[config.mk]
export PLATFORM = sky130hd
export DESIGN_NAME = photon_counter_top
export DESIGN_NICKNAME = d
export VERILOG_FILES = /design/src/photon_pkg.sv /design/src/fifo_if.sv /design/src/photon_counter_top.sv /design/src/record_writer.sv /design/src/record_fifo.sv /design/src/photon_counter.sv /design/src/edge_detect.sv
export SDC_FILE = /design/constraint.sdc
export NUM_CORES = 1
export LEC_CHECK = 0
export ABC_AREA = 1
export BUFFER_PORTS_ARGS = -buffer_cell sky130_fd_sc_hd__buf_2
export CORE_ASPECT_RATIO = 0.8
export CORE_MARGIN = 4
export CORE_UTILIZATION = 45
export DETAILED_ROUTE_END_ITERATION = 16
export PLACE_DENSITY = 0.58
export SLEW_MARGIN = 20
export SYNTH_ARGS = -nofsm -noshare
export SYNTH_HDL_FRONTEND = slang
export SYNTH_SLANG_ARGS = --single-unit
[constraint.sdc]
create_clock -name clk -period 3.3 [get_ports clk]
set_input_delay 0.33 -clock clk [delete_from_list [all_inputs] [get_ports clk]]
set_output_delay 0.33 -clock clk [all_outputs]
set_load 0.01 [all_outputs]
[src/photon_pkg.sv]
package photon_pkg;

    ////////////////////////////////////////
    // Record format.
    ////////////////////////////////////////
    localparam int COUNT_W = 12; // Photon count field.
    localparam int FRAME_W = 20; // Frame index field.
    localparam int HALF_W  = 16; // One memory word.

    ////////////////////////////////////////
    // Buffering and memory ring.
    ////////////////////////////////////////
    localparam int FIFO_DEPTH = 4;  // Records held between counter and writer.
    localparam int BUF_HALVES = 16; // Ring size in halfwords.
    localparam int ADDR_W     = 4;  // Enough to index the ring.

    // Writer FSM encodings.
    localparam logic [1:0] WR_IDLE = 2'd0; // Waiting for a record.
    localparam logic [1:0] WR_REQ  = 2'd1; // Request raised, waiting for ack.
    localparam logic [1:0] WR_ACK  = 2'd2; // Request dropped, waiting for ack low.

    // One 32-bit record.
    // The counter fills it by field, the writer sends it by halfword.
    typedef union packed {
        struct packed {
            logic [FRAME_W-1:0] frame; // Upper bits.
            logic [COUNT_W-1:0] count; // Lower bits.
        } fields;
        logic [1:0][HALF_W-1:0] halves; // Index 0 is the low half.
    } photon_record_u;

endpackage
[src/fifo_if.sv]
`timescale 1ns/10ps

interface fifo_if;

    // Write side.
    logic                       push;
    photon_pkg::photon_record_u wdata;
    logic                       full;

    // Read side, first word falls through.
    logic                       pop;
    photon_pkg::photon_record_u rdata;
    logic                       empty;

    modport producer (output push, output wdata, input full);

    modport fifo (
        input  push, input  wdata, output full,
        input  pop,  output rdata, output empty
    );

    modport consumer (output pop, input rdata, input empty);

endinterface

[src/photon_counter_top.sv]
`timescale 1ns/10ps

module photon_counter_top (
    input  logic                          clk,
    input  logic                          rst_n,
    input  logic                          photon_pulse, // Photon detector pin.
    input  logic                          sync_50hz,    // Frame sync pin.
    output logic                          mem_req,
    output logic [photon_pkg::ADDR_W-1:0] mem_addr,
    output logic [photon_pkg::HALF_W-1:0] mem_data,
    input  logic                          mem_ack,
    output logic [7:0]                    drop_count
);

    logic photon_rise; // Photon strobe.
    logic sync_rise;   // Sync strobe.

    fifo_if rec_if (); // Counter to writer.

    ////////////////////////////////////////
    // Input conditioning.
    ////////////////////////////////////////
    edge_detect ic_photon_edge (
        .clk    (clk),
        .rst_n  (rst_n),
        .sig_in (photon_pulse),
        .rise   (photon_rise)
    );

    edge_detect ic_sync_edge (
        .clk    (clk),
        .rst_n  (rst_n),
        .sig_in (sync_50hz),
        .rise   (sync_rise)
    );

    ////////////////////////////////////////
    // Record path.
    ////////////////////////////////////////
    photon_counter ic_counter (
        .clk         (clk),
        .rst_n       (rst_n),
        .photon_rise (photon_rise),
        .sync_rise   (sync_rise),
        .rec_out     (rec_if.producer),
        .drop_count  (drop_count)
    );

    record_fifo ic_fifo (
        .clk   (clk),
        .rst_n (rst_n),
        .rec_q (rec_if.fifo)
    );

    record_writer ic_writer (
        .clk      (clk),
        .rst_n    (rst_n),
        .rec_in   (rec_if.consumer),
        .mem_req  (mem_req),
        .mem_addr (mem_addr),
        .mem_data (mem_data),
        .mem_ack  (mem_ack)
    );

endmodule

[src/record_writer.sv]
`timescale 1ns/10ps

module record_writer (
    input  logic                          clk,
    input  logic                          rst_n,
    fifo_if.consumer                      rec_in,
    output logic                          mem_req,
    output logic [photon_pkg::ADDR_W-1:0] mem_addr,
    output logic [photon_pkg::HALF_W-1:0] mem_data,
    input  logic                          mem_ack
);

    logic [1:0]                    state;    // FSM state.
    logic                          half_sel; // 0 sends the low half.
    logic [photon_pkg::ADDR_W-1:0] addr;     // Ring write pointer.
    photon_pkg::photon_record_u    rec;      // Record in flight.

    // Pop on the first idle cycle with data.
    assign rec_in.pop = (state == photon_pkg::WR_IDLE) && !rec_in.empty;

    ////////////////////////////////////////
    // Memory port.
    ////////////////////////////////////////
    assign mem_req  = (state == photon_pkg::WR_REQ); // Held until ack.
    assign mem_addr = addr;
    assign mem_data = rec.halves[half_sel]; // Stable while in WR_REQ.

    // Capture the popped record.
    always_ff @(posedge clk) begin
        if (rec_in.pop) begin
            rec <= rec_in.rdata;
        end
    end

    ////////////////////////////////////////
    // Four-phase sequencing.
    ////////////////////////////////////////
    always_ff @(posedge clk or negedge rst_n) begin
        if (!rst_n) begin
            state    <= photon_pkg::WR_IDLE;
            half_sel <= 1'b0;
            addr     <= '0;
        end else begin
            case (state)
                photon_pkg::WR_IDLE: begin
                    if (!rec_in.empty) begin
                        half_sel <= 1'b0;               // Low half first.
                        state    <= photon_pkg::WR_REQ; // Request next cycle.
                    end
                end
                photon_pkg::WR_REQ: begin
                    if (mem_ack) begin
                        state <= photon_pkg::WR_ACK; // Word stored, drop req.
                    end
                end
                photon_pkg::WR_ACK: begin
                    // Handshake closes when ack falls.
                    if (!mem_ack) begin
                        if (addr == photon_pkg::BUF_HALVES - 1) begin
                            addr <= '0; // Ring wraps.
                        end else begin
                            addr <= addr + 1'b1;
                        end
                        if (half_sel) begin
                            state <= photon_pkg::WR_IDLE; // Record done.
                        end else begin
                            half_sel <= 1'b1;
                            state    <= photon_pkg::WR_REQ;
                        end
                    end
                end
                default: state <= photon_pkg::WR_IDLE;
            endcase
        end
    end

endmodule

[src/record_fifo.sv]
`timescale 1ns/10ps

module record_fifo (
    input  logic  clk,
    input  logic  rst_n,
    fifo_if.fifo  rec_q
);

    photon_pkg::photon_record_u mem [photon_pkg::FIFO_DEPTH]; // Storage array.

    logic [$clog2(photon_pkg::FIFO_DEPTH)-1:0]   wr_ptr; // Next slot to write.
    logic [$clog2(photon_pkg::FIFO_DEPTH)-1:0]   rd_ptr; // Oldest record.
    logic [$clog2(photon_pkg::FIFO_DEPTH+1)-1:0] occ;    // Records held.
    logic                                        do_push;
    logic                                        do_pop;

    assign do_push = rec_q.push & ~rec_q.full;  // Guarded.
    assign do_pop  = rec_q.pop  & ~rec_q.empty;

    ////////////////////////////////////////
    // Pointers and occupancy.
    ////////////////////////////////////////
    always_ff @(posedge clk or negedge rst_n) begin
        if (!rst_n) begin
            wr_ptr <= '0;
            rd_ptr <= '0;
            occ    <= '0;
        end else begin
            if (do_push) wr_ptr <= wr_ptr + 1'b1; // Wraps at depth.
            if (do_pop)  rd_ptr <= rd_ptr + 1'b1;
            if (do_push && !do_pop) begin
                occ <= occ + 1'b1;
            end else if (do_pop && !do_push) begin
                occ <= occ - 1'b1;
            end
        end
    end

    // Data array.
    always_ff @(posedge clk) begin
        if (do_push) begin
            mem[wr_ptr] <= rec_q.wdata;
        end
    end

    // Oldest record is always on the output.
    assign rec_q.rdata = mem[rd_ptr];
    assign rec_q.empty = (occ == 0);
    assign rec_q.full  = (occ == photon_pkg::FIFO_DEPTH);

endmodule

[src/photon_counter.sv]
`timescale 1ns/10ps

module photon_counter (
    input  logic            clk,
    input  logic            rst_n,
    input  logic            photon_rise, // Strobe per photon.
    input  logic            sync_rise,   // Strobe per frame sync.
    fifo_if.producer        rec_out,
    output logic [7:0]      drop_count   // Records lost to a full FIFO.
);

    logic                              started; // First sync seen.
    logic [photon_pkg::COUNT_W-1:0]    count;   // Running count of this period.
    logic [photon_pkg::FRAME_W-1:0]    frame;   // Index of the running period.
    photon_pkg::photon_record_u        next_rec;

    // Record for the period that closes now.
    always_comb begin
        next_rec.fields.frame = frame;
        next_rec.fields.count = count;
    end

    ////////////////////////////////////////
    // Counting and period close.
    ////////////////////////////////////////
    always_ff @(posedge clk or negedge rst_n) begin
        if (!rst_n) begin
            started      <= 1'b0;
            count        <= '0;
            frame        <= '0;
            drop_count   <= '0;
            rec_out.push <= 1'b0;
        end else begin
            rec_out.push <= 1'b0; // Single-cycle push.
            if (sync_rise) begin
                started <= 1'b1;
                // A photon on the sync cycle belongs to the new period.
                count   <= {{(photon_pkg::COUNT_W-1){1'b0}}, photon_rise};
                if (started) begin
                    frame <= frame + 1'b1; // Advances even when dropped.
                    if (!rec_out.full) begin
                        rec_out.push <= 1'b1;
                    end else if (drop_count != 8'hff) begin
                        drop_count <= drop_count + 1'b1; // Saturates.
                    end
                end
            end else if (started && photon_rise && count != '1) begin
                count <= count + 1'b1; // Holds at full scale.
            end
        end
    end

    // Payload for the push of the next cycle.
    always_ff @(posedge clk) begin
        if (sync_rise && started) begin
            rec_out.wdata <= next_rec;
        end
    end

endmodule

[src/edge_detect.sv]
`timescale 1ns/10ps

module edge_detect (
    input  logic clk,
    input  logic rst_n,
    input  logic sig_in,   // Asynchronous pin.
    output logic rise      // One-cycle strobe.
);

    logic sync_1; // First flop, may go metastable.
    logic sync_2; // Settled copy.
    logic prev;   // Synchronized value one cycle back.

    ////////////////////////////////////////
    // Synchronizer and history.
    ////////////////////////////////////////
    always_ff @(posedge clk or negedge rst_n) begin
        if (!rst_n) begin
            sync_1 <= 1'b0;
            sync_2 <= 1'b0;
            prev   <= 1'b0;
        end else begin
            sync_1 <= sig_in;
            sync_2 <= sync_1;
            prev   <= sync_2; // Lags sync_2 by one cycle.
        end
    end

    // Low to high on the synchronized value.
    // A long high level gives only one strobe.
    assign rise = sync_2 & ~prev;

endmodule

==> results.yml <==
outcome:
  status: "finished, final reports clean"
detailed_routing:
  vias: 5976
  dr.first_iter.drc_count: 465
  top_layer: "met4"
  drt-wirelength-per-cell_um: 16.7
  dr_wl_met3_um: 822
  wl_met2_um: 8790
  drt-met1-wl_um: 9720
  ant_nets: 0
  drc: 0
  wirelength_um: 19700
  viasPerCell: 5.07
  dr.pass1.iters: 5
logic_synthesis:
  async_flop_share: 0.244
  synth_flop_cell: "edfxtp_1"
  ys_warn_count: 0
  syn-instance-count: 817
  yosysUniqueCellTypes: 27
  synth_area_leaders: "edfxtp_1, dfrtp_1, nand2_1"
  post-synth-top-count-cell: "edfxtp_1"
  synth_seq_area_share: 0.732
  synth.avg_cell_area_um2: 12.2
  yosys.area.top_type: "edfxtp_1"
  ys_seq_elements: 254
  yosysTopAreaCellShare: 0.577
  netlist_area_mm2: 0.0100
  synth_common_cells: "edfxtp_1, nand2_1, nor2_1"
  synth_edf_count: 192
  syn_nets: 832
timing:
  tightest_slew_ns: 0.858
  slew_headroom: 0.428
  setup-tns-final_ns: 0
  finalClockSkew_ns: 0.00812
  fin_hold_ws_ns: 0.00904
  worst_slack_ns: 0.746
  max_freq_ghz: 0.391
  setup_viol: 0
  hold_viol_final: 0
  slew_violations: 0
  grt_setup_unrepaired: "false"
  fin_crit_sh: 0.774
  fin_crit_ns: 2.55
floorplan:
  num_io_pins: 34
  die-area_mm2: 0.0247
  core_mm2: 0.0217
  die_width_um: 175
  rows: 48
  die-height_um: 141
  initial_core_util: 0.461
setup_path:
  crit_top_cell: "nand2_1"
  cp_max_fo: 18
  start_kind: "flop"
  arrival_ns: 2.22
  slowest_stage: "dfrtp_1"
  critPathRequiredTime_ns: 2.97
  end_kind: "output pin"
  worst-path-buf-inv: 2
  path_cells: "clkinv_1, nand2_1, nand2_1, buf_2"
  worst_path_dominant_cell_family: "buffers and inverters"
  crit_type: "flop to output pin"
  max_stage_delay_ns: 0.63
global_route:
  antenna_found_initial: 0
  overflow: 0
  grt_usage: 0.160
  grt_max_degree: 66
  grt_pass1_vias: 5859
  grt_pass1_wl_um: 31500
layout:
  syn_to_final_growth_pct: 12.5
  layout-drive-gt1-share: 0.108
  final_nets: 878
  post-route-util: 0.519
  fillers: 1855
  antenna_cells: 0
pwr:
  pwr-share-seq: 0.488
  p_int_mw: 6.23
  p_comb_frac: 0.242
  vdd_drop_max_mv: 0.373
  power_mw: 9.12
  power_switching_mw: 2.90
  p_clk_frac: 0.270
  p_leak_nw: 4.38
  switching_share: 0.317
  p_per_area_mw_per_mm2: 811
clock_network:
  clk_pin_slew_ns: 0.06
  clockBufferDepth: 3
  clkSinkCount: 254
  cts_setup_buffers: 0
  tritoncts: "yes"
  insertion_delay_ns: 0.50
  htree_num_levels: 1
  cts-root-buf: "clkbuf_16"
  cts_buffers: 23
run:
  maxCapViolations: 0
worst_hold_path:
  min_path_type: "input pin to async pin"
place:
  portBuffers: 33
  pre_cts_ws_ns: 1.24
  place_hpwl_um: 12300
  place.gp.congestion: 0.882
routing by layer:
metal	up-vias	global-route usage
met1	2920	0.235
met5	-	0
met4	0	0.0397
met2	122	0.250
li1	2907	-
met3	27	0.0301
per-stage QoR:
step	cells	instance area [µm²]
finish	1179	11200
floorplan	817	10000
global placement	1136	10500
detailed placement	1136	10500
CTS	1179	11200
global route	1179	11200
logic make-up (layout without fill, tap and decap cells):
logic type	Yosys count	count (layout)	synth area share
xor gates and xnor gates	25	25	0.0219
DFF	254	254	0.732
buffers and inverters	83	145	0.0327
AOI/OAI and AO/OA	117	117	0.0631
and+or+nand+nor	328	328	0.137
adders and majority gates	10	10	0.0133
worst paths after layout:
kind	depth (start not counted)	from	slack, ns	endpoint
max reg2reg	10	ic_fifo.occ[1]	1.25	ic_fifo.occ[2]
min reg2reg	0	ic_photon_edge.sync_1	0.35	ic_photon_edge.sync_2
max in group asynchronous	2	rst_n	2.72	ic_writer.mem_addr[2]
min in group clk	3	mem_ack	0.14	ic_writer.state[1]
max	4	ic_writer.half_sel	0.75	mem_data[4]
min	2	rst_n	0.009	ic_counter.frame[19]
final cells by class:
type,count,area (µm²),area share
flip-flops and latches,254,7320,0.651
multi-input cells,480,2360,0.210
clock buffers,26,597,0.0531
well taps,300,375,0.0334
repair buffers,46,280,0.0249
inverters,58,218,0.0194
clock inverters,15,95.1,0.00845
sequential cells by signal, indices dropped and copies added (netlist names), 3 cells and up:
signal / flops
ic_fifo.occ: 3
ic_writer.rec: 32
ic_counter.rec_out.wdata: 32
ic_fifo.mem: 128
ic_counter.drop_count: 8
ic_counter.count: 12
ic_counter.frame: 20
ic_writer.mem_addr: 4
power by group through the flow:
stage	Clock, mW	Sequential (mW)	Combinational, mW
2_1_floorplan	0	4.43	1.42
3_3_place_gp	0	4.50	2.17
3_5_place_dp	0	4.52	2.22
4_1_cts	2.53	4.46	2.23
5_1_grt	2.68	4.51	2.47
6_report	2.46	4.46	2.20
cell usage in the layout, fill, tap and decap left out, types with 2 or more instances in the layout:
master,instances
o21ai_0,79
ha_1,9
dfrtp_1,62
clkinv_1,5
clkinv_2,9
xor2_1,14
clkbuf_16,23
dlygate4sd3_1,2
nand3_2,2
nand2_1,166
nand4_1,11
buf_4,10
nand2_2,4
nand3_1,19
buf_2,33
clkbuf_1,2
a21oi_1,3
nand3b_1,6
nor2_1,105
a31oi_1,2
xnor2_1,11
nor3_1,6
edfxtp_1,192
nor2_4,4
nor2_2,4
o22ai_1,32
inv_1,56
timing repair:
item,CTS,global route
hold endpoints to repair,2,0
gates resized for setup,0,0
hold buffers,2,0
No activity file was read; power rests on OpenSTA's default activity.
